--- config.mk ---
export PLATFORM = sky130hd
export DESIGN_NAME = store_tracker
export DESIGN_NICKNAME = d
export VERILOG_FILES = /design/src/design/trace_pkg.sv /design/src/design/store_tracker.sv
export SDC_FILE = /design/constraint.sdc
export NUM_CORES = 2
export LEC_CHECK = 0
export ABC_CLOCK_PERIOD_IN_PS = 12130
export BUFFER_PORTS_ARGS = -buffer_cell sky130_fd_sc_hd__buf_2
export CORE_ASPECT_RATIO = 1.2
export CORE_MARGIN = 8
export CORE_UTILIZATION = 50
export DETAILED_ROUTE_END_ITERATION = 8
export MAX_ROUTING_LAYER = met4
export PLACE_DENSITY = 0.65
export SETUP_SLACK_MARGIN = 0.3
export SLEW_MARGIN = 15
export SYNTH_ARGS = -nofsm -noshare
export SYNTH_HDL_FRONTEND = slang
export SYNTH_SLANG_ARGS = --single-unit
--- constraint.sdc ---
create_clock -name clk -period 12.13 [get_ports clk]
set_clock_uncertainty 0.2 [all_clocks]
set_input_delay 2.426 -clock clk [delete_from_list [all_inputs] [get_ports clk]]
set_output_delay 2.426 -clock clk [all_outputs]
set_load 0.02 [all_outputs]
--- src/design/trace_pkg.sv ---
package trace_pkg;

    localparam int commit_width   = 2;
    localparam int opid_width     = 5;
    localparam int opid_depth     = 1 << opid_width;
    localparam int xlen           = 64;
    localparam int csr_addr_width = 12;
    localparam int tag_width      = 4;
    localparam int tag_depth      = 1 << tag_width;
    localparam int strb_width     = 8;
    localparam int count_width    = 32;

    // supervisor aliases of machine csrs, moved up by s_alias_offset
    localparam logic [csr_addr_width-1:0] csr_sstatus     = 12'h100;
    localparam logic [csr_addr_width-1:0] csr_sie         = 12'h104;
    localparam logic [csr_addr_width-1:0] csr_sip         = 12'h144;
    localparam logic [csr_addr_width-1:0] s_alias_offset  = 12'h200;
    // user counters cycle..instret map down onto mcycle..minstret
    localparam logic [csr_addr_width-1:0] csr_cycle       = 12'hc00;
    localparam logic [csr_addr_width-1:0] csr_instret     = 12'hc02;
    localparam logic [csr_addr_width-1:0] u_counter_offset = 12'h100;

    typedef logic [opid_width-1:0]  opid_t;
    typedef logic [tag_width-1:0]   tag_t;
    typedef logic [count_width-1:0] count_t;

    typedef enum logic [1:0] {
        kind_branch = 2'd0,
        kind_jal    = 2'd1,
        kind_jalr   = 2'd2,
        kind_other  = 2'd3
    } mispredict_kind_e;

    typedef struct packed {
        logic [xlen-1:0] mstatus;
        logic [xlen-1:0] mtvec;
        logic [xlen-1:0] mcause;
        logic [xlen-1:0] mepc;
    } csr_state_t;

    typedef struct packed {
        logic  valid;
        opid_t opid;
    } decode_slot_t;

    typedef struct packed {
        logic            valid;
        opid_t           opid;
        logic [xlen-1:0] pc;
        logic [31:0]     ir;
        logic [5:0]      rd;
    } commit_slot_t;

    typedef struct packed {
        logic            valid;
        logic [xlen-1:0] pc;
        logic [31:0]     ir;
        logic            gpr_write;
        logic [5:0]      rd;
    } commit_report_t;

    typedef struct packed {
        logic                      we;
        logic [csr_addr_width-1:0] addr;
        logic [xlen-1:0]           value;
    } csr_write_t;

    typedef struct packed {
        logic                  valid;
        logic                  is_store;
        tag_t                  tag;
        logic [xlen-1:0]       addr;
        logic [xlen-1:0]       wdata;
        logic [strb_width-1:0] strb;
    } mem_req_t;

    typedef struct packed {
        logic valid;
        logic is_store;
        tag_t tag;
        logic miss;
    } mem_resp_t;

    typedef struct packed {
        logic [7:0]      size;
        logic [xlen-1:0] addr;
        logic [xlen-1:0] value;
    } mem_delta_t;

    typedef struct packed {
        logic             mispredict;
        mispredict_kind_e mispredict_kind;
        logic             front_redirect;
        logic             icache_miss;
        logic             dcache_miss;
        logic             itlb_fill;
        logic             dtlb_fill;
        logic             ldck_valid;
        logic [1:0]       ldck_result;
        logic             ld_forwarded;
        logic             ld_retry;
    } perf_event_t;

    typedef struct packed {
        count_t bmisp;
        count_t fmisp;
        count_t brmisp;
        count_t jmisp;
        count_t jrmisp;
        count_t icmiss;
        count_t dcmiss;
        count_t itmiss;
        count_t dtmiss;
        count_t loads;
        count_t stores;
        count_t ldck1;
        count_t ldck2;
        count_t ldck3;
        count_t ldfwd;
        count_t ldmisp;
    } perf_counts_t;

endpackage

--- src/design/store_tracker.sv ---
`timescale 1ns/1ps

module store_tracker (
    input  logic                  clk,
    input  trace_pkg::mem_req_t   mem_req,
    input  trace_pkg::mem_resp_t  mem_resp,
    output trace_pkg::mem_delta_t mem_delta
);
    import trace_pkg::*;

    localparam int offset_width = $clog2(strb_width);
    localparam int shamt_width  = $clog2(xlen);

    mem_delta_t                  st_mem [tag_depth]; // pending store per tag
    mem_delta_t                  st_entry;
    logic [offset_width-1:0]     st_offset;          // lowest enabled byte lane
    logic [shamt_width-1:0]      st_shamt;
    logic                        st_capture;
    logic                        st_commit;

    // scan downward so the lowest set strobe wins
    always_comb begin
        st_offset = '0;
        for (int i = strb_width - 1; i >= 0; i--) begin
            if (mem_req.strb[i]) begin
                st_offset = offset_width'(i);
            end
        end
    end

    assign st_shamt   = {st_offset, 3'b000}; // bytes to bits
    assign st_capture = mem_req.valid && mem_req.is_store;

    // store data is kept right-aligned to its first byte
    always_ff @(posedge clk) begin
        if (st_capture) begin
            st_mem[mem_req.tag].addr  <= mem_req.addr;
            st_mem[mem_req.tag].value <= mem_req.wdata >> st_shamt;
            st_mem[mem_req.tag].size  <= 8'($countones(mem_req.strb));
        end
    end

    assign st_entry  = st_mem[mem_resp.tag];
    assign st_commit = mem_resp.valid && mem_resp.is_store && !mem_resp.miss;

    // memory change is only real when the store hits
    always_comb begin
        mem_delta       = st_entry;
        mem_delta.size  = st_commit ? st_entry.size : 8'd0;
    end

    // the lsu never issues a store without at least one enabled byte
    a_store_strb : assert property (@(posedge clk)
        st_capture |-> mem_req.strb != '0)
        else $error("store request on tag %0h with empty strobe", mem_req.tag);

endmodule

**Yosys cells after proc, flatten, opt, wreduce, memory -nomap -nowiden**

Memories as Yosys holds them, arrays and structs flattened.
Index checks and enable logic that the tools add are counted.
Widths: inputs -> output; s select.

- Memory bits (writable): 2,112
- Memories: 1
- Input port bits: 150
- Word-level logic and storage cells: 24
- Register bits after elaboration: 0
- Output and inout bits: 136

Memory list:

| name | depth | width | read ports | clocked after Yosys merged registers in | wr ports | RTL line | text |
|---|---|---|---|---|---|---|---|
| st_mem | 16 | 132 | 1 | 0 | 1 | store_tracker.sv:14 | `mem_delta_t st_mem [tag_depth];` |

- Shifts and indexed selects: 1
- Add/subtract/negate cells: 7
- Mux-type cells: 11
- Reduce and logical (&&, ||, !) cells: 4

Operators by type and width:

| cell | number |
|---|---|
| $shr 64x6->64 | 1 |
| $mux 3 | 8 |
| $add 1x1->2 | 4 |
| $mux 8 | 1 |
| $add 2x2->3 | 2 |
| $add 3x3->4 | 1 |
| $logic_and 1x1->1 | 3 |
| $mux 1 | 2 |
| $logic_not 1->1 | 1 |

**Logic depth before layout (Yosys ltp)**

- Depth in word-level cells: 9
- Mapped depth: 10
- Gate-level depth less buffers: 9

**Worst setup path after synthesis**

Ideal clock, no wire load.

- Path kind: input port to flip-flop
- Start: input mem_req[138] (netlist name)
- End: memory st_mem[0][0] (netlist name) (enable)
- Data required time: 11.143 ns
- Library setup time: 0.787 ns
- Data arrival time: 11.768 ns
- Stages: 2
- Path slack: -0.625 ns
- Buffers on the path: 0
- Cell sequence: or3_1 nor3_1

RTL lines:

| item | RTL line | text |
|---|---|---|
| start: declaration | store_tracker.sv:5 | `input trace_pkg::mem_req_t mem_req,` |
| end: declaration | store_tracker.sv:14 |  |

No word-level cell before the write port.

==> metrics.csv <==
stage,metric,value,unit
logic_synthesis,synth_simple_gate_area_share,1.00,%
logic_synthesis,ys.flop_type,edfxtp_1,
cts,clock_path_buffers,3,
critical_path,worst-path-max-fanout,145,
final_layout,regMostFlops,st_mem,
routing,drc_errors,0,
min_path,holdCritPathClass,primary input to flop,
logic_synthesis,synthArstFlopShare,0,%
critical_path,path_delay_family,buffers and inverters,
logic_synthesis,yosysSeqAreaShare,77.7,%
final_layout,reg.largest.list,st_mem (2112),
cts,cts_num_sinks,2112,
floorplan,fp-row-count,162,
grt,grt_use_total,22.6,%
grt,grt_util_met3,4.26,%
timing,setup_slack,4.29,ns
power,ir_worst_vdd,172,uV
logic_synthesis,netlist-cell-type-count,54,
timing,setup_viol,0,
logic_synthesis,synth_compound_area_share,1.16,%
cts,post_cts_buffers,0,
grt,grt_util_met2,36.1,%
critical_path,crit_path_end_kind,output port,
logic_synthesis,ys_seq_elements,2112,
routing,wire_per_inst,32.2,um
power,power_density,165,nW/um^2
grt,grt_first_pass_wirelength,279,mm
cts,clockRootBuffer,clkbuf_16,
floorplan,die_area,176000,um^2
logic_synthesis,synth.top_cell.area_share,77.7,%
timing,timing.final.max_slew_violations,0,
grt,grt_start_max_net_pins,146,
routing,drt-initial-drc-count,3750,
final_layout,drive_gt1_share,35.0,%
routing,first_pass_iters,5,
routing,antenna_left,0,
grt,antenna_found_initial,51,
final_layout,syn_to_final_growth,13.3,%
floorplan,fp.dieW,385,um
critical_path,cp_cell_sequence,"buf_8, buf_12, mux4_2, mux4_2, buf_2",
timing,hold_viol_final,0,
critical_path,cp.required,9.50,ns
logic_synthesis,syn_area_per_cell,24.5,um^2
grt,grt_pass1_vias,38648,
critical_path,cpPeakStageDelay,0.65,ns
routing,vias_per_cell,6.22,
routing,num_vias,37538,
critical_path,slowest_stage,buf_12,
floorplan,fp.dieH,458,um
logic_synthesis,synth_edf_count,2112,
critical_path,timing_worst_setup_path_type,primary input to output port,
power,p_total,15.3,mW
timing,max_slew_margin,13.7,%
timing,tightest_slew,1.29,ns
placement,gp_congestion,0.844,
logic_synthesis,yosys_warnings,0,
floorplan,coreArea,162000,um^2
logic_synthesis,synth_top_family_by_area,multiplexers,
floorplan,io_pins,286,
routing,finalWirelength,194,mm
timing,finalSetupTns,0,ns
critical_path,path_buf_inv,3,
final_layout,largest_reg_flops,2112,
power,p_leak,28.5,nW
placement,place_ws,4.18,ns
final_layout,fin_nets,3872,
final_layout,n_fill_cell,11684,
cts,h-tree-depth,4,
cts,cts_resized,0,
logic_synthesis,synth_area,81600,um^2
logic_synthesis,synthCells,3335,
cts,numCtsBuffers,197,
logic_synthesis,synth_area_leaders,"edfxtp_1 78%, mux4_2 18%, mux2i_1 0.58%",
critical_path,worstSetupStartpointType,primary input,
timing,min_period_over_period,64.6,%
logic_synthesis,synth.most_common_cell,edfxtp_1,
placement,dp_hpwl,96.4,mm
logic_synthesis,synthAdderAreaFrac,0.144,%
logic_synthesis,synthMuxAreaShare,18.8,%
floorplan,start_util,50.2,%
logic_synthesis,yosysTopAreaCell,edfxtp_1,
grt,grt-busiest-layer,met2,
grt,use_met1,30.5,%
cts,cts_tree,built,
cts,ctsHoldBuffers,0,
job,cap_violations,0,
timing,fin_crit,7.84,ns
placement,port_buffers,281,
grt,grt_overflow,0,
critical_path,cp_common_cell,mux4_2,
run_status,status,finished clean,
logic_synthesis,synth-xor-area-share,0.0107,%
timing,rsz0062_at_grt,false,
timing,max_freq,128,MHz
critical_path,crit_arrival,5.21,ns
cts,path_clk_slew,0.07,ns
logic_synthesis,ys_top_cells_by_count,"2112 x edfxtp_1, 654 x mux4_2, 82 x clkbuf_1, 65 x buf_2, 53 x nand2_1",
per-stage QoR:
step	hold slack, ns	util (%)	std cells	area (um^2)
2_1_floorplan	2.32	-	3338	81600
3_3_place_gp	2.59	52.9	5646	85900
3_5_place_dp	2.61	52.9	5646	86000
4_1_cts	1.69	56.8	6002	92300
5_1_grt	1.72	56.9	6034	92400
6_report	1.76	56.9	6039	92400
layout make-up:
type / instances / area (um^2) / area share, %
sequential: 2112 / 63400 / 68.6
multi-input combinational: 1025 / 17500 / 18.9
clock buffer: 237 / 5160 / 5.59
tap: 2132 / 2670 / 2.89
timing repair buffer: 364 / 2340 / 2.54
clock inverter: 119 / 1160 / 1.25
antenna: 35 / 87.6 / 0.0948
inverter: 15 / 56.3 / 0.0609
worst paths after layout:
kind,start,end,slack [ns],cells after the start
worst max-delay path,mem_resp[2],mem_delta[67],4.29,5
worst min-delay path,mem_req[81],st_mem[1][73],1.76,1
layout by cell type, fill, tap and decap left out, drive strengths merged, types with 5 or more instances in the layout:
cell	n
and3	10
a222oi	5
a22o	5
a211oi	15
mux4	654
o211ai	6
edfxtp	2112
and2	13
inv	20
buf	362
o22ai	9
nor2	25
a22oi	12
o21ai	12
bufinv	19
nor2b	17
clkinvlp	9
mux2	15
nand2	53
diode	35
mux2i	47
nand3	15
clkbuf	239
nor3	8
clkinv	86
a21o	5
a21oi	40
power breakdown:
part	internal (mW)	switching [mW]	leakage [nW]	total, mW
registers	8.22	0.0191	18.6	8.24
clock network	3.44	2.63	3.09	6.07
logic	0.368	0.607	6.86	0.975
total	12.0	3.25	28.5	15.3
kinds of logic after synthesis:
logic type	Yosys count
flip-flops	2112
multiplexers	716
buffers and inverters	201
AND/OR/NAND/NOR	160
AO/OA/AOI/OAI	137
adder cells (fa/ha/maj)	7
other	1
XOR/XNOR	1
metal layers:
metal	vias to the layer above	wire length [um]
met5	-	0
met4	0	4560
met3	289	12900
met2	1345	97000
met1	20593	79700
li1	15311	-
(Power assumes the default switching activity.)
