$ cat src/design/trace_pkg.sv
package trace_pkg;

    localparam int commit_width   = 2;
    localparam int opid_width     = 5;
    localparam int opid_depth     = 1 << opid_width;
    localparam int xlen           = 64;
    localparam int csr_addr_width = 12;
    localparam int tag_width      = 4;
    localparam int tag_depth      = 1 << tag_width;
    localparam int strb_width     = 8;
    localparam int count_width    = 32;

    // supervisor aliases of machine csrs, moved up by s_alias_offset
    localparam logic [csr_addr_width-1:0] csr_sstatus     = 12'h100;
    localparam logic [csr_addr_width-1:0] csr_sie         = 12'h104;
    localparam logic [csr_addr_width-1:0] csr_sip         = 12'h144;
    localparam logic [csr_addr_width-1:0] s_alias_offset  = 12'h200;
    // user counters cycle..instret map down onto mcycle..minstret
    localparam logic [csr_addr_width-1:0] csr_cycle       = 12'hc00;
    localparam logic [csr_addr_width-1:0] csr_instret     = 12'hc02;
    localparam logic [csr_addr_width-1:0] u_counter_offset = 12'h100;

    typedef logic [opid_width-1:0]  opid_t;
    typedef logic [tag_width-1:0]   tag_t;
    typedef logic [count_width-1:0] count_t;

    typedef enum logic [1:0] {
        kind_branch = 2'd0,
        kind_jal    = 2'd1,
        kind_jalr   = 2'd2,
        kind_other  = 2'd3
    } mispredict_kind_e;

    typedef struct packed {
        logic [xlen-1:0] mstatus;
        logic [xlen-1:0] mtvec;
        logic [xlen-1:0] mcause;
        logic [xlen-1:0] mepc;
    } csr_state_t;

    typedef struct packed {
        logic  valid;
        opid_t opid;
    } decode_slot_t;

    typedef struct packed {
        logic            valid;
        opid_t           opid;
        logic [xlen-1:0] pc;
        logic [31:0]     ir;
        logic [5:0]      rd;
    } commit_slot_t;

    typedef struct packed {
        logic            valid;
        logic [xlen-1:0] pc;
        logic [31:0]     ir;
        logic            gpr_write;
        logic [5:0]      rd;
    } commit_report_t;

    typedef struct packed {
        logic                      we;
        logic [csr_addr_width-1:0] addr;
        logic [xlen-1:0]           value;
    } csr_write_t;

    typedef struct packed {
        logic                  valid;
        logic                  is_store;
        tag_t                  tag;
        logic [xlen-1:0]       addr;
        logic [xlen-1:0]       wdata;
        logic [strb_width-1:0] strb;
    } mem_req_t;

    typedef struct packed {
        logic valid;
        logic is_store;
        tag_t tag;
        logic miss;
    } mem_resp_t;

    typedef struct packed {
        logic [7:0]      size;
        logic [xlen-1:0] addr;
        logic [xlen-1:0] value;
    } mem_delta_t;

    typedef struct packed {
        logic             mispredict;
        mispredict_kind_e mispredict_kind;
        logic             front_redirect;
        logic             icache_miss;
        logic             dcache_miss;
        logic             itlb_fill;
        logic             dtlb_fill;
        logic             ldck_valid;
        logic [1:0]       ldck_result;
        logic             ld_forwarded;
        logic             ld_retry;
    } perf_event_t;

    typedef struct packed {
        count_t bmisp;
        count_t fmisp;
        count_t brmisp;
        count_t jmisp;
        count_t jrmisp;
        count_t icmiss;
        count_t dcmiss;
        count_t itmiss;
        count_t dtmiss;
        count_t loads;
        count_t stores;
        count_t ldck1;
        count_t ldck2;
        count_t ldck3;
        count_t ldfwd;
        count_t ldmisp;
    } perf_counts_t;

endpackage

$ cat src/design/commit_reporter.sv
`timescale 1ns/1ps

module commit_reporter (
    input  trace_pkg::commit_slot_t   [trace_pkg::commit_width-1:0] commit,
    input  trace_pkg::csr_write_t                                   csr_write,
    output trace_pkg::commit_report_t [trace_pkg::commit_width-1:0] reports,
    output trace_pkg::csr_write_t                                   csr_delta
);
    import trace_pkg::*;

    logic is_s_alias;  // sstatus, sie or sip
    logic is_u_counter; // cycle, time or instret

    // per-slot commit report
    always_comb begin
        for (int i = 0; i < commit_width; i++) begin
            reports[i].valid     = commit[i].valid;
            reports[i].pc        = commit[i].pc;
            reports[i].ir        = commit[i].ir;
            reports[i].rd        = commit[i].rd;
            reports[i].gpr_write = |commit[i].rd; // x0 writes are not reported
        end
    end

    assign is_s_alias = (csr_write.addr == csr_sstatus) ||
                        (csr_write.addr == csr_sie) ||
                        (csr_write.addr == csr_sip);

    assign is_u_counter = (csr_write.addr >= csr_cycle) &&
                          (csr_write.addr <= csr_instret);

    // csr write delta, reported under the machine-level name
    always_comb begin
        csr_delta = csr_write;
        if (is_s_alias) begin
            csr_delta.addr = csr_write.addr + s_alias_offset; // 0x1xx -> 0x3xx
        end else if (is_u_counter) begin
            csr_delta.addr = csr_write.addr - u_counter_offset; // 0xc0x -> 0xb0x
        end
    end

endmodule

$ cat config.mk
export PLATFORM = sky130hd
export DESIGN_NAME = commit_reporter
export DESIGN_NICKNAME = d
export VERILOG_FILES = /design/src/design/trace_pkg.sv /design/src/design/commit_reporter.sv
export SDC_FILE = /design/constraint.sdc
export NUM_CORES = 1
export LEC_CHECK = 0
export ABC_AREA = 1
export ABC_CLOCK_PERIOD_IN_PS = 1900
export BUFFER_PORTS_ARGS = -buffer_cell sky130_fd_sc_hd__buf_2
export CAP_MARGIN = 40
export CORE_AREA = 2 2 228 230
export DETAILED_ROUTE_END_ITERATION = 6
export DIE_AREA = 0 0 230 232
export SYNTH_ARGS = -nofsm -noshare
export SYNTH_HDL_FRONTEND = slang
export SYNTH_SLANG_ARGS = --single-unit
$ cat constraint.sdc
create_clock -name vclk -period 1.9
set_clock_uncertainty 0.1 [all_clocks]
set_input_delay 0.19 -clock vclk [all_inputs]
set_output_delay 0.19 -clock vclk [all_outputs]
set_load 0.05 [all_outputs]
# ---- Yosys cells after proc, flatten, opt, wreduce, memory -nomap -nowiden
# Index checks and enable logic that the tools add are counted.
dict set report totals {
  regBits 0
  input_bits 293
  out_inout_bits 285
}
dict set report classes {
  addsub 2
  magnitude_cmp 2
  n_eq_ne 3
  n_mux 2
  n_reduce_logical 5
}
# cell count
set ops {}
lappend ops {{12-bit by 9-bit equality test with 1-bit output (second input constant)} 3}
lappend ops {{12-bit two-way mux} 2}
lappend ops {{12-bit by 10-bit adder with 12-bit output (second input constant)} 1}
lappend ops {{12-bit >= comparator (second input constant)} 1}
lappend ops {{12-bit less-or-equal comparator (second input constant)} 1}
lappend ops {{6-bit OR reduction} 2}
lappend ops {{12-bit by 9-bit subtractor with 12-bit output (second input constant)} 1}
lappend ops {{1-bit logical OR} 2}
lappend ops {{1-bit logical AND} 1}

# ---- Longest topological paths before layout
# Gate-level depths: netlist of run 1.
dict set report depth {
  ltp_word 4
  ltp_mapped 11
  depth_no_buf 11
}

# ---- Worst setup path before layout of run 1
# Ideal clock, no wire load.
dict set report synth_path {
  path_kind {in2out}
  start {input csr_write[73] (netlist name)}
  end {output csr_delta[72] (netlist name)}
  arrival_time_ns 1.709
  required_time_ns 1.610
  setup_slack_ns -0.099
  path_stages 9
  n_path_buf 0
  cell_sequence {inv_1 ha_1 inv_1 nor2_2 nand3_1 nand2_1 nand2_2 nand2_4 xor2_1}
}
# item line
set synth_lines {}
lappend synth_lines {{start: declaration} commit_reporter.sv:5} ;# input trace_pkg::csr_write_t csr_write,
lappend synth_lines {{end: declaration} commit_reporter.sv:7} ;# output trace_pkg::csr_write_t csr_delta

==> results of run 1 <==
## cells in the mapped netlist, drive strengths merged
cell type  instances  area [um^2]
nand4              2         12.5
ha                 7         87.6
nor2              11         43.8
nor4               3         18.8
a21oi              2         10.0
xor2               1         8.76
inv               13         48.8
nand3             10         50.1
nand2             23          101
buf              279         2090
nor3               1         5.00
nor3b              2         15.0
## worst max-delay path: stages
cell,delay (ns)
buf_2,0.12
inv_1,0.07
ha_1,0.20
inv_1,0.06
nor2_2,0.04
a21oi_1,0.13
nand2_1,0.07
nand2_2,0.11
nand2_4,0.07
nand2_1,0.06
nand3_1,0.06
nand2_1,0.12
buf_12,0.15
## cell type report
cell class	instances	area share
Tap cell	680	0.530
Inverter	13	0.0304
Antenna cell	1	0.00156
Multi-Input combinational cell	62	0.231
Timing Repair Buffer	53	0.207
## what timing repair did
| action | 4_1_cts | 5_1_grt |
|---|---|---|
| endpoints found under the setup margin | 0 | 3 |
| hold buffers | 0 | 0 |
| resized for setup | 0 | 3 |
## kinds of logic after synthesis
| family | count (synthesis) | synth area share |
|---|---|---|
| fa+ha+maj | 7 | 0.0351 |
| xor+xnor | 1 | 0.00351 |
| simple gates | 52 | 0.0987 |
| buf+inv | 292 | 0.859 |
| compound gates | 2 | 0.00401 |
## layer usage
metal | track usage | share of wire | wire (um)
met1 | 0.0295 | 0.27 | 2950
met2 | 0.0460 | 0.35 | 3880
met5 | 0 | 0 | 0
met4 | 0.0538 | 0.15 | 1660
met3 | 0.0329 | 0.23 | 2470
## metrics by stage
step,power (mW),util
2_1_floorplan,1.66,-
3_3_place_gp,0.289,0.0313
3_5_place_dp,0.289,0.0313
4_1_cts,0.290,0.0313
5_1_grt,0.306,0.0315
6_report,0.286,0.0316
## power by group
group | internal [mW] | total, mW | switching, mW
Sequential | 0 | 0 | 0
Combinational | 0.0838 | 0.286 | 0.202
Clock | 0.00000000511 | 0.00000000512 | 0
## final timing paths
| path | start | to | slack (ns) | depth (start not counted) |
|---|---|---|---|---|
| worst max-delay path | csr_write[72] | csr_delta[73] | 0.15 | 13 |
| worst min-delay path | csr_write[24] | csr_delta[24] | 0.28 | 0 |
==> flow_metrics.env, run 1 <==
export IMPL_die_h_um=232
export IMPL_post_route_drc_count=0
export IMPL_pin_count=578
export IMPL_worstPathMaxFanout=4
export IMPL_post_cts_buffers=0
export IMPL_cp_start_kind="primary input"
export IMPL_place_area_um2=1590
export IMPL_final_cells=809
export IMPL_drv_slew=0
export IMPL_hold_violations=0
export IMPL_setup_viol=0
export IMPL_gp_congestion=0.634
export IMPL_grt_pass1_vias=1288
export IMPL_status="finished clean"
export IMPL_fin_crit_sh=0.919
export IMPL_nClkBuffers=0
export IMPL_dieArea_um2=53400
export IMPL_dr_pass1_iters=4
export IMPL_grt_max_degree=10
export IMPL_power_density_nw_per_um2=178
export IMPL_design_area_um2=1610
export IMPL_multi_input_area_um2=372
export IMPL_synthDistinctLibCells=15
export IMPL_wire_per_inst_um=13.6
export IMPL_finalCriticalPeriod_ns=1.75
export IMPL_synth_nets=654
export IMPL_ys_warn_count=0
export IMPL_crit_path_end_kind="output pin"
export IMPL_seq_area_frac_synth=0
export IMPL_place_hpwl_um=9580
export IMPL_syn_area_um2=2500
export IMPL_hp_class="in2out"
export IMPL_die_width_um=230
export IMPL_drtIter0Drc=29
export IMPL_final_cell_mix="46 x buf_2, 19 x nand2_1, 12 x inv_1"
export IMPL_power_leakage_nw=0.455
export IMPL_overflow=0
export IMPL_synth_avg_cell_area_um2=7.05
export IMPL_initial_core_util=0.0491
export IMPL_setup_slack_ns=0.153
export IMPL_cp_arrival_ns=1.46
export IMPL_setup_tns_ns=0
export IMPL_rsz0062_at_grt="no"
export IMPL_track_usage=0.0371
export IMPL_avgViaCountPerCell=1.44
export IMPL_crit_type="in2out"
export IMPL_critPathRequiredTime_ns=1.61
export IMPL_layout_commonest_cell="buf_2"
export IMPL_holdWs_ns=0.280
export IMPL_core_area_um2=50900
export IMPL_final_nets=430
export IMPL_drv_cap=0
export IMPL_synth_cells=354
export IMPL_seq_cells=0
export IMPL_drive_gt1_frac=0.484
export IMPL_slew_headroom=0.777
export IMPL_antenna_found_initial=0
export IMPL_fp_row_count=83
export IMPL_area_growth_pct=-35.6
export IMPL_ff_latch_area_um2=0
export IMPL_place_ws_ns=0.0682
export IMPL_dp_cells=808
export IMPL_ant_nets=0
export IMPL_tightest_slew_ns=0.331
export IMPL_totalWireLength_um=11000
export IMPL_vias=1163
export IMPL_io_buffers=50
export IMPL_ir_worst_vdd_mv=0.0932
export IMPL_fillerInstances=6137
export IMPL_grt_pass1_wl_um=12800
export IMPL_max_freq_mhz=572
Power figures use the tool's default switching activity.
==> run 2, diff against run 1 <==
ABC_CLOCK_PERIOD_IN_PS = 2100   (was 1900)
clock period = 2.1 ns   (was 1.9 ns; I/O delays follow)
==> run 2 against run 1 <==
Compared with the run above: flip-flop and latch count did not move; global-route usage increased by 0.12 points; first-iteration DRC count up 41%; non-clock buffer count up 1; sequential share of layout area stayed put; worst hold slack gained 0.040 ns; wire length is 5.2% higher; via count up 0.60%; die area unchanged; critical path depth is 2 lower; setup slack better by 0.062 ns; cell area barely moved.
==> flow_metrics.env, run 2 (synthesis gave the netlist of run 1 again) <==
export IMPL_hold_depth=0
export IMPL_critPathBufInv=4
export IMPL_cp_start_kind="primary input"
export IMPL_routed_top_layer="met4"
export IMPL_crit_type="in2out"
export IMPL_core_area_um2=50900
export IMPL_nClkBuffers=0
export IMPL_hold_buffers=0
export IMPL_status="finished clean"
export IMPL_p_int_uw=75.9
export IMPL_io_buffers=50
export IMPL_area_growth_pct=-35.7
export IMPL_hp_class="in2out"
export IMPL_overflow=0
export IMPL_hp_start="csr_write[24]"
export IMPL_crit_path_frequent_cell="inv_1"
export IMPL_fillerInstances=6121
export IMPL_fin_crit_sh=0.898
export IMPL_finalPower_uw=257
export IMPL_seq_cells=0
export IMPL_post_route_drc_count=0
export IMPL_cts_resized=0
export IMPL_ant_nets=0
export IMPL_final_nets=431
export IMPL_setup_tns_ns=0
export IMPL_drv_cap=0
export IMPL_wire_per_inst_um=14.2
export IMPL_post_cts_buffers=0
export IMPL_grt_pass1_wl_um=13100
export IMPL_dr_pass1_iters=4
export IMPL_drive_gt1_frac=0.457
export IMPL_grt_max_degree=10
export IMPL_fin_util=0.0315
export IMPL_slew_headroom=0.784
export IMPL_combPwrFrac=1.000
export IMPL_switchingPower_uw=181
export IMPL_rsz0062_at_grt="no"
export IMPL_power_leakage_nw=0.457
export IMPL_ff_latch_area_um2=0
export IMPL_grt_pass1_vias=1265
export IMPL_wl_met2_um=4290
export IMPL_finalCriticalPeriod_ns=1.89
export IMPL_ir_worst_vdd_mv=0.0628
export IMPL_max_freq_mhz=530
export IMPL_tightest_slew_ns=0.323
export IMPL_layout_commonest_cell="buf_2"
export IMPL_antenna_found_initial=2
export IMPL_slowest_stage="xor2_1"
export IMPL_avgViaCountPerCell=1.44
export IMPL_die_width_um=230
export IMPL_pwr_share_clk=0
export IMPL_critPathRequiredTime_ns=1.79
export IMPL_critPathMaxStageDelay_ns=0.27
export IMPL_power_density_nw_per_um2=160
export IMPL_totalWireLength_um=11500
export IMPL_drtIter0Drc=41
export IMPL_vias=1170
export IMPL_path_delay_family="buffers and inverters"
export IMPL_dieArea_um2=53400
export IMPL_sw_frac_of_total=0.704
export IMPL_drv_slew=0
export IMPL_met1_length_um=2920
export IMPL_wl_met3_um=2890
export IMPL_fp_row_count=83
export IMPL_gp_congestion=0.648
export IMPL_hold_violations=0
export IMPL_pwr_share_seq=0
export IMPL_die_h_um=232
export IMPL_pin_count=578
export IMPL_crit_path_end_kind="output pin"
export IMPL_initial_core_util=0.0491
export IMPL_cp_arrival_ns=1.58
export IMPL_path_cells="buf_2, inv_1, ha_1, inv_1, nor2_2, nand3_1, nand2_1, nand2_2, nand2_4, xor2_1, buf_12"
export IMPL_worstPathMaxFanout=4
export IMPL_setup_viol=0
export IMPL_hold_path_end="csr_delta[24]"
export IMPL_final_cell_mix="46 x buf_2, 19 x nand2_1, 13 x inv_1"
export IMPL_track_usage=0.0383
export IMPL_place_hpwl_um=10100
run 2: cell count changes in the layout (fill, tap and decap cells not counted):
| cell | change |
|---|---|
| buf_4 | +1 |
| diode_2 | +4 |
| inv_1 | +1 |
| inv_2 | -1 |
| nor3b_1 | +1 |
| nor3b_2 | -1 |
| nor4_1 | +1 |
| nor4_2 | -1 |
| xor2_1 | +1 |
| xor2_2 | -1 |
run 2: power groups by stage:
stage / Sequential [mW] / Clock [mW] / Combinational (mW)
finish: 0 / 0.0000000631 / 0.257
global route: 0 / 0 / 0.274
CTS: 0 / 0 / 0.263
detailed placement: 0 / 0 / 0.262
global placement: 0 / 0 / 0.263
floorplan: 0 / 0 / 1.50
run 2: cell type report:
cell class	count	area [um^2]	share of cell area
repair buffers	54	340	0.212
multi-input cells	62	353	0.220
diodes	5	12.5	0.00779
inverters	13	48.8	0.0304
well taps	680	851	0.530
run 2: how the worst max path moves through the flow:
stage / start / to / slack (ns) / cells after the start
final: csr_write[72] / csr_delta[72] / 0.21 / 11
after global routing: csr_write[73] / csr_delta[72] / 0.06 / 11
after CTS: csr_write[72] / csr_delta[72] / 0.19 / 11
after detailed placement: csr_write[73] / csr_delta[74] / 0.20 / 9
after global placement: csr_write[73] / csr_delta[74] / 0.20 / 9
after floorplan: csr_write[73] / csr_delta[72] / 0.06 / 9
run 2: per-layer routing:
| layer | track usage | vias up |
|---|---|---|
| met3 | 0.0387 | 126 |
| met2 | 0.0501 | 321 |
| met4 | 0.0464 | 0 |
| li1 | - | 357 |
| met1 | 0.0290 | 366 |
| met5 | 0 | - |
run 2: through the flow:
step	cell area, um^2	hold slack [ns]	instances	setup slack (ns)
after floorplan	2500	0.487	354	0.0609
final	1610	0.320	814	0.215
after global routing	1590	0.320	809	0.0620
after global placement	1590	0.320	809	0.202
after detailed placement	1590	0.320	809	0.197
after CTS	1590	0.320	809	0.188
