--- src/design/trace_pkg.sv ---
package trace_pkg;

    localparam int commit_width   = 2;
    localparam int opid_width     = 5;
    localparam int opid_depth     = 1 << opid_width;
    localparam int xlen           = 64;
    localparam int csr_addr_width = 12;
    localparam int tag_width      = 4;
    localparam int tag_depth      = 1 << tag_width;
    localparam int strb_width     = 8;
    localparam int count_width    = 32;

    // supervisor aliases of machine csrs, moved up by s_alias_offset
    localparam logic [csr_addr_width-1:0] csr_sstatus     = 12'h100;
    localparam logic [csr_addr_width-1:0] csr_sie         = 12'h104;
    localparam logic [csr_addr_width-1:0] csr_sip         = 12'h144;
    localparam logic [csr_addr_width-1:0] s_alias_offset  = 12'h200;
    // user counters cycle..instret map down onto mcycle..minstret
    localparam logic [csr_addr_width-1:0] csr_cycle       = 12'hc00;
    localparam logic [csr_addr_width-1:0] csr_instret     = 12'hc02;
    localparam logic [csr_addr_width-1:0] u_counter_offset = 12'h100;

    typedef logic [opid_width-1:0]  opid_t;
    typedef logic [tag_width-1:0]   tag_t;
    typedef logic [count_width-1:0] count_t;

    typedef enum logic [1:0] {
        kind_branch = 2'd0,
        kind_jal    = 2'd1,
        kind_jalr   = 2'd2,
        kind_other  = 2'd3
    } mispredict_kind_e;

    typedef struct packed {
        logic [xlen-1:0] mstatus;
        logic [xlen-1:0] mtvec;
        logic [xlen-1:0] mcause;
        logic [xlen-1:0] mepc;
    } csr_state_t;

    typedef struct packed {
        logic  valid;
        opid_t opid;
    } decode_slot_t;

    typedef struct packed {
        logic            valid;
        opid_t           opid;
        logic [xlen-1:0] pc;
        logic [31:0]     ir;
        logic [5:0]      rd;
    } commit_slot_t;

    typedef struct packed {
        logic            valid;
        logic [xlen-1:0] pc;
        logic [31:0]     ir;
        logic            gpr_write;
        logic [5:0]      rd;
    } commit_report_t;

    typedef struct packed {
        logic                      we;
        logic [csr_addr_width-1:0] addr;
        logic [xlen-1:0]           value;
    } csr_write_t;

    typedef struct packed {
        logic                  valid;
        logic                  is_store;
        tag_t                  tag;
        logic [xlen-1:0]       addr;
        logic [xlen-1:0]       wdata;
        logic [strb_width-1:0] strb;
    } mem_req_t;

    typedef struct packed {
        logic valid;
        logic is_store;
        tag_t tag;
        logic miss;
    } mem_resp_t;

    typedef struct packed {
        logic [7:0]      size;
        logic [xlen-1:0] addr;
        logic [xlen-1:0] value;
    } mem_delta_t;

    typedef struct packed {
        logic             mispredict;
        mispredict_kind_e mispredict_kind;
        logic             front_redirect;
        logic             icache_miss;
        logic             dcache_miss;
        logic             itlb_fill;
        logic             dtlb_fill;
        logic             ldck_valid;
        logic [1:0]       ldck_result;
        logic             ld_forwarded;
        logic             ld_retry;
    } perf_event_t;

    typedef struct packed {
        count_t bmisp;
        count_t fmisp;
        count_t brmisp;
        count_t jmisp;
        count_t jrmisp;
        count_t icmiss;
        count_t dcmiss;
        count_t itmiss;
        count_t dtmiss;
        count_t loads;
        count_t stores;
        count_t ldck1;
        count_t ldck2;
        count_t ldck3;
        count_t ldfwd;
        count_t ldmisp;
    } perf_counts_t;

endpackage

--- src/design/perf_counters.sv ---
`timescale 1ns/1ps

module perf_counters (
    input  logic                    clk,
    input  logic                    rst,
    input  trace_pkg::mem_resp_t    mem_resp,
    input  trace_pkg::perf_event_t  perf_event,
    output trace_pkg::perf_counts_t counts
);
    import trace_pkg::*;

    localparam count_t one = count_t'(1);

    // mispredict counters; back-end redirects hide front-end ones
    always_ff @(posedge clk) begin
        if (rst) begin
            counts.bmisp  <= '0;
            counts.fmisp  <= '0;
            counts.brmisp <= '0;
            counts.jmisp  <= '0;
            counts.jrmisp <= '0;
        end else if (perf_event.mispredict) begin
            counts.bmisp <= counts.bmisp + one;
            case (perf_event.mispredict_kind)
                kind_branch: counts.brmisp <= counts.brmisp + one;
                kind_jal:    counts.jmisp  <= counts.jmisp + one;
                kind_jalr:   counts.jrmisp <= counts.jrmisp + one;
                default:     ; // only in bmisp
            endcase
        end else if (perf_event.front_redirect) begin
            counts.fmisp <= counts.fmisp + one;
        end
    end

    // memory traffic, miss or not
    always_ff @(posedge clk) begin
        if (rst) begin
            counts.loads  <= '0;
            counts.stores <= '0;
        end else if (mem_resp.valid) begin
            if (mem_resp.is_store) begin
                counts.stores <= counts.stores + one;
            end else begin
                counts.loads <= counts.loads + one;
            end
        end
    end

    // cache and tlb refills
    always_ff @(posedge clk) begin
        if (rst) begin
            counts.icmiss <= '0;
            counts.dcmiss <= '0;
            counts.itmiss <= '0;
            counts.dtmiss <= '0;
        end else begin
            counts.icmiss <= counts.icmiss + count_t'(perf_event.icache_miss);
            counts.dcmiss <= counts.dcmiss + count_t'(perf_event.dcache_miss);
            counts.itmiss <= counts.itmiss + count_t'(perf_event.itlb_fill);
            counts.dtmiss <= counts.dtmiss + count_t'(perf_event.dtlb_fill);
        end
    end

    // load check outcomes
    always_ff @(posedge clk) begin
        if (rst) begin
            counts.ldck1  <= '0;
            counts.ldck2  <= '0;
            counts.ldck3  <= '0;
            counts.ldfwd  <= '0;
            counts.ldmisp <= '0;
        end else begin
            if (perf_event.ldck_valid) begin
                case (perf_event.ldck_result)
                    2'd1:    counts.ldck1 <= counts.ldck1 + one;
                    2'd2:    counts.ldck2 <= counts.ldck2 + one;
                    2'd3:    counts.ldck3 <= counts.ldck3 + one;
                    default: ; // clean check
                endcase
                if (perf_event.ld_forwarded) begin
                    counts.ldfwd <= counts.ldfwd + one;
                end
            end
            if (perf_event.ld_retry) begin
                counts.ldmisp <= counts.ldmisp + one;
            end
        end
    end

    // result lines are only meaningful alongside ldck_valid
    a_ldck_idle : assert property (@(posedge clk) disable iff (rst)
        !perf_event.ldck_valid |-> perf_event.ldck_result == 2'd0)
        else $error("ldck_result %0d without ldck_valid", perf_event.ldck_result);

endmodule

--- config.mk ---
export PLATFORM = sky130hd
export DESIGN_NAME = perf_counters
export DESIGN_NICKNAME = d
export VERILOG_FILES = /design/src/design/trace_pkg.sv /design/src/design/perf_counters.sv
export SDC_FILE = /design/constraint.sdc
export NUM_CORES = 1
export LEC_CHECK = 0
export BUFFER_PORTS_ARGS = -buffer_cell sky130_fd_sc_hd__buf_2
export CAP_MARGIN = 20
export CORE_MARGIN = 2
export CORE_UTILIZATION = 40
export CTS_BUF_LIST = sky130_fd_sc_hd__clkbuf_16
export DETAILED_ROUTE_END_ITERATION = 8
export PLACE_DENSITY_LB_ADDON = 0.05
export SKIP_LAST_GASP = 1
export SLEW_MARGIN = 40
export SYNTH_ARGS = -nofsm -noshare
export SYNTH_HDL_FRONTEND = slang
export SYNTH_SLANG_ARGS = --single-unit
--- constraint.sdc ---
create_clock -name clk -period 3.8 [get_ports clk]
set_input_delay 0.38 -clock clk [delete_from_list [all_inputs] [get_ports clk]]
set_output_delay 0.38 -clock clk [all_outputs]
set_load 0.05 [all_outputs]
# Word level (Yosys, flattened, before mapping)
# Index checks and enable logic that the tools add are counted.
dict set report totals {
  regBits 512
  latch_bits 0
  mem_bits_rw 0
  romBits 0
  in_bits 22
  out_inout_bits 512
  word_cells 50
  mem_count 0
}
dict set report op_classes {
  n_addsub 16
  mul 0
  div 0
  magnitude_cmp 0
  eq_ne 5
  n_shift 0
  mux 0
  bitwise 2
  reduce_logical 11
}
# cell n
set ops {}
lappend ops {{$add 32x1->32 const B} 12}
lappend ops {{$add 32x1->32} 4}
lappend ops {{$reduce_and 2->1} 10}
lappend ops {{$eq 2x2->1 const B} 3}
lappend ops {{$eq 2x1->1 const B} 2}
lappend ops {{$logic_not 2->1} 1}
lappend ops {{$not 1->1} 2}

# Logic depth before layout (Yosys ltp)
# Gate-level depths: netlist of the first run.
dict set report depth {
  depth_word 2
  depth_mapped 8
  ltp_nobuf 7
}

# Worst setup path before layout of the first run
# No wires, ideal clock.
dict set report synth_path {
  path_kind {register to register}
  start {reg counts[256] in the netlist's numbering}
  end {reg counts[286] in the netlist's numbering}
  setup_ns 0.128
  t_arrival_ns 2.331
  t_required_ns 3.672
  slack_ns 1.342
  path_stages_with_launch 9
  n_path_buf 1
  synth_period_minus_slack_ns 2.458
  cell_sequence {dfxtp_1 > ha_1 > ha_1 > nand3_1 > or3_1 > buf_2 > nor4_1 > xnor2_1 > nor2_1}
}
dict set report synth_between {
  elab_chain_len 1
}
# item line_no
set synth_lines {}
lappend synth_lines {{start: declaration} perf_counters.sv:8} ;# output trace_pkg::perf_counts_t counts
lappend synth_lines {{$add 32x1->32} perf_counters.sv:59} ;# counts.itmiss <= counts.itmiss + count_t'(perf_event.itlb_fill);
# No other way between the ends.
# A chain may end at the register's enable or synchronous reset.

# Final worst setup path of the first run
# Same ends and word-level chain as after synthesis.

==> results.toml, run 1 <==
[cells_and_area]
layout.cells.non_filler = 3879
finish.utilization_pct = 49.83
reg_top3 = "counts: 512 flops"
seq_area_sq_um = 10250
top_register = "counts"
final_common_cell = "buf_2"
multiInputGateArea_sq_um = 11680
diodes = 0
fill_cells = 5484
largest_reg_flops = 512
fin_nets = 3130
area_growth_pct = 22.67
design_area_sq_um = 27560
final_layout_size_suffix_gt1_share_pct = 20.47
mostFrequentLayoutCells = "527 x buf_2, 512 x dfxtp_1, 490 x nor2_1"

[power]
p_per_area_nw_per_um2 = 393.8
netSwitchingPower_mw = 2.483
netSwitchingFraction_pct = 22.88
pwr-share-clk_pct = 47.3
vdd_drop_max_mv = 0.3282
power_frac_seq_pct = 49.9
comb_power_share_pct = 2.7
p_leak_nw = 11.37
p_int_mw = 8.369
p_total_mw = 10.85

[clock_tree]
numClockSinks = 512
cts_root_buf = "clkbuf_16"
cts_tree = "built"
cts_hold_buf = 0
post_cts_buffers = 0
cts_buffer_depth = 3
clock_latency_ps = 600
clk_pin_slew_ps = 60
h-tree-depth = 2
cts_buffers = 57
cts_resized = 0

[min_path]
min_path_cells = 3
hp-class = "in -> reg"

[sta]
finalClockSkew_ps = 13.19
fin_crit_sh_pct = 59.11
fmax_mhz = 445.2
hold_violations = 0
relSlewSlack_pct = 44.12
setup_violations = 0
timing.hold.ws_ps = 73.19
grt_setup_unrepaired = "false"
worst_slack_ps = 1554
drv_slew = 0
fin_tns_setup_ps = 0
tightest_slew_ps = 831.2
fin_crit_ps = 2246

[worst_setup_path]
reg2reg_depth = 7
required_ps = 4280
crit_path_frequent_cell = "ha_1"
slowest_delay_ps = 610
critPathArrivalTime_ps = 2730
cp-end-kind = "register"
critPathSlowestCell = "or3_1"
cp_max_fo = 13
start_kind = "register"
path_class = "reg -> reg"
cp_cell_sequence = "ha_1 > ha_1 > nand3_1 > or3_1 > nor4_1 > xnor2_1 > nor2_1"

[synth]
synthSimpleGateAreaFrac_pct = 30.51
ys_warn_count = 0
synth_seq_cells = 512
yosysSeqAreaShare_pct = 45.63
async_reset_ff_share_pct = 0
synth_edf_count = 0
syn_area_sq_um = 22470
synth_top_family_by_area = "simple AND/OR/NAND/NOR gates"
syn_nets = 2644
synthCells = 2600
synth-compound-area-share_pct = 2.261
synth_fa_ha_area_share_pct = 1.225
ys.flop_type = "dfxtp_1"
synth_mux_area_share_pct = 0.5737
syn_avg_cell_area_sq_um = 8.640
ys_types = 47
synthXorXnorAreaFrac_pct = 17.12

[place]
dpl-instance-area_sq_um = 25830
place_ws_ps = 1338
post-place-cells = 3775
place.gp.congestion = 0.8372
dp_hpwl_mm = 46.30
port_buffers = 528

[detailed_routing]
drtAntennaViolNets = 0
vias = 19760
routed_wl_mm = 64.57
wl_per_cell_um = 16.64
drc_errors = 0
drt-initial-drc-count = 905
drt_first_pass_iters = 5
vias_per_cell = 5.094

[die]
dieArea_sq_um = 58070
num_rows = 86
die_x_um = 241.0
ios = 534
die_h_um = 241.0
start_util_pct = 40.62
core_area_sq_um = 55310

[global_route]
grt_pass1_vias = 18350
grt_max_degree = 126
antenna_found_initial = 0
grt_pass1_wl_mm = 100.1
track_usage_pct = 21.28
grt-ovfl-total = 0

[outcome]
status = "finished clean"

[run]
drv_cap = 0
==> kinds of logic after synthesis <==
kind of cell               count (synthesis)
and+or+nand+nor                         1358
xor gates and xnor gates                 439
DFF                                      512
adders and majority gates                 22
AOI/OAI and AO/OA                        100
muxes                                     12
buffers and inverters                    157
==> cell usage after synthesis, drive strengths merged, types with 7 or more instances <==
| library cell | instances | area, sq um |
|---|---|---|
| a21oi | 51 | 255.2 |
| and2 | 23 | 143.9 |
| and3 | 60 | 375.4 |
| and4 | 56 | 490.5 |
| buf | 20 | 90.09 |
| clkbuf | 94 | 352.8 |
| dfxtp | 512 | 10250 |
| ha | 22 | 275.3 |
| inv | 43 | 161.4 |
| mux2i | 8 | 80.08 |
| nand2 | 156 | 585.6 |
| nand3 | 173 | 865.8 |
| nand4 | 165 | 1038 |
| nand4b | 7 | 61.31 |
| nor2 | 492 | 1849 |
| nor2b | 17 | 106.4 |
| nor3 | 64 | 330.3 |
| nor4 | 76 | 530.5 |
| o21ai | 47 | 235.2 |
| or3 | 47 | 294.0 |
| xnor2 | 179 | 1568 |
| xor2 | 260 | 2277 |
==> cell type report <==
class,instances,share of cell area [%]
sequential,512,37.19
tap,748,3.396
timing repair buffer,541,10.21
multi-input combinational,1931,42.39
inverter,43,0.5857
clock buffer,59,5.358
clock inverter,45,0.8717
==> worst max-delay path: cells and delay by family (launching register included) <==
kind | cells | cell delay [ps]
XOR/XNOR | 1 | 160
adder cells (fa/ha/maj) | 2 | 420
flip-flops | 1 | 330
AND/OR/NAND/NOR | 4 | 1220
==> path summary, 6_finish.rpt <==
| kind | slack, ps | endpoint | start |
|---|---|---|---|
| setup / recovery | 1550 | counts[286] | counts[256] |
| hold / removal | 70 | counts[33] | perf_event[1] |
| setup reg to reg | 1550 | counts[286] | counts[256] |
| hold reg to reg | 480 | counts[159] | counts[159] |
==> power groups by stage <==
stage	logic, mW	clock network, mW	registers (mW)
4_1_cts	0.303	5.29	5.42
6_report	0.298	5.14	5.42
5_1_grt	0.326	5.51	5.42
3_5_place_dp	0.303	0	5.54
2_1_floorplan	0.131	0	5.62
3_3_place_gp	0.298	0	5.53
==> per-layer routing <==
layer	vias up	track usage, %	part of all wire (%)
li1	9880	-	-
met1	9340	26.28	42
met2	433	34.92	47
met3	105	6.348	7.6
met4	0	7.987	3.4
met5	-	0	0
Power figures use the tool's default switching activity.
==> inputs of run 2 (changes only) <==
==> constraint.sdc (replaced) <==
create_clock -name clk -period 2.2 [get_ports clk]
set_input_delay 0.22 -clock clk [delete_from_list [all_inputs] [get_ports clk]]
set_output_delay 0.22 -clock clk [all_outputs]
set_load 0.05 [all_outputs]
==> results.toml, run 2 (same netlist as run 1, synthesis figures left out) <==
[die]
ios = 534
die_h_um = 241.0
core_area_sq_um = 55310
num_rows = 86
dieArea_sq_um = 58070
die_x_um = 241.0
start_util_pct = 40.62

[worst_setup_path]
cp_cell_sequence = "nand4_1 > or4_1 > nor4_1 > xnor2_1 > nor2_1"
critPathSlowestCell = "or4_1"
slowest_delay_ps = 680
path_class = "reg -> reg"
r2r_end = "counts[223]"
rr_startpoint = "counts[202]"
required_ps = 2680
cp_max_fo = 9
cp-end-kind = "register"
start_kind = "register"
critPathArrivalTime_ps = 2490
reg2reg_depth = 5
ff2ff_setup_slack_ps = 190

[power]
power_frac_seq_pct = 48.9
netSwitchingFraction_pct = 22.41
vdd_drop_max_mv = 0.5525
comb_power_share_pct = 3.0
p_total_mw = 19.15
pwr-share-clk_pct = 48.2
p_int_mw = 14.85
p_leak_nw = 11.80
netSwitchingPower_mw = 4.291
p_per_area_nw_per_um2 = 675.8

[detailed_routing]
vias_per_cell = 5.113
vias = 20280
drtAntennaViolNets = 0
drt_first_pass_iters = 5
wl_per_cell_um = 16.50
drt-initial-drc-count = 966
routed_wl_mm = 65.44
drc_errors = 0

[sta]
fin_crit_ps = 2014
worst_slack_ps = 186.2
fin_tns_setup_ps = 0
finalClockSkew_ps = 12.47
relSlewSlack_pct = 60.57
drv_slew = 0
setup_violations = 0
fmax_mhz = 496.6
timing.hold.ws_ps = 46.86
hold_violations = 0
fin_crit_sh_pct = 91.54
tightest_slew_ps = 583.5
grt_setup_unrepaired = "false"

[global_route]
met1_usage_pct = 26.68
grt_pass1_wl_mm = 100.8
track_usage_pct = 21.42
grtUsageMet2_pct = 34.18
grt-ovfl-total = 0
grt_max_degree = 64
top_usage_layer = "met2"
antenna_found_initial = 1
grtUsageMet3_pct = 6.005
grt_pass1_vias = 18700

[clock_tree]
cts_tree = "built"
cts_buffer_depth = 3
numClockSinks = 512
cts_buffers = 57
cts_root_buf = "clkbuf_16"
clock_latency_ps = 600
post_cts_buffers = 0
clk_pin_slew_ps = 60
h-tree-depth = 2

[place]
dpl-instance-area_sq_um = 26390
place_ws_ps = 73.90
place.gp.congestion = 0.8599
post-place-cells = 3849
dp_hpwl_mm = 48.42
port_buffers = 528

[cells_and_area]
finish.utilization_pct = 51.22
largest_reg_flops = 512
top_register = "counts"
layout.cells.non_filler = 3967
area_growth_pct = 26.11
final_common_cell = "buf_2"
fin_nets = 3217
fill_cells = 5428
final_layout_size_suffix_gt1_share_pct = 22.81
design_area_sq_um = 28330
mostFrequentLayoutCells = "527 x buf_2, 494 x dfxtp_1, 491 x nor2_1"
reg_top3 = "counts: 512 flops"

[min_path]
min_path_cells = 2
hp-class = "in -> reg"
min_to = "counts[34]"
min_from = "rst"

[outcome]
status = "finished clean"

[run]
drv_cap = 0
## run 2: final cells by class
class	instances	area (sq um)	share of cell area (%)
multi-input cells	1931	11630	41.06
flip-flops and latches	512	10270	36.27
repair buffers	628	3523	12.44
clock buffers	59	1476	5.211
well taps	748	935.9	3.303
clock inverters	45	324.1	1.144
inverters	43	161.4	0.5697
diodes	1	2.502	0.008833
## run 2: timing repair
action                     CTS  global route
setup endpoints to repair    0            10
hold endpoints to repair    13             0
gates resized for setup      0             2
hold buffers                13             0
## run 2: power by group through the flow
stage / Sequential, mW / Combinational (mW) / Clock (mW)
floorplan: 9.70 / 0.226 / 0
global placement: 9.56 / 0.546 / 0
detailed placement: 9.56 / 0.552 / 0
CTS: 9.36 / 0.571 / 9.49
global route: 9.36 / 0.609 / 9.87
finish: 9.36 / 0.565 / 9.22
## run 2: critical path, delay by kind of cell, from the launching register on
kind,cells,cell delay (ps)
xor+xnor,1,170
flops,1,420
simple gates,4,1320
## run 2: worst max path at each step
stage                 from     endpoint  slack, ps
2_1_floorplan  counts[288]  counts[316]        -60
3_3_place_gp   counts[256]  counts[274]         80
3_5_place_dp   counts[256]  counts[274]         70
4_1_cts        counts[256]  counts[274]         50
5_1_grt        counts[396]  counts[415]         20
6_report       counts[202]  counts[223]        190
## run 2: routing by layer
layer	part of all wire, %	wire, um
met1	43	27930
met4	4.7	3049
met2	45	29710
met5	0	0
met3	7.3	4757
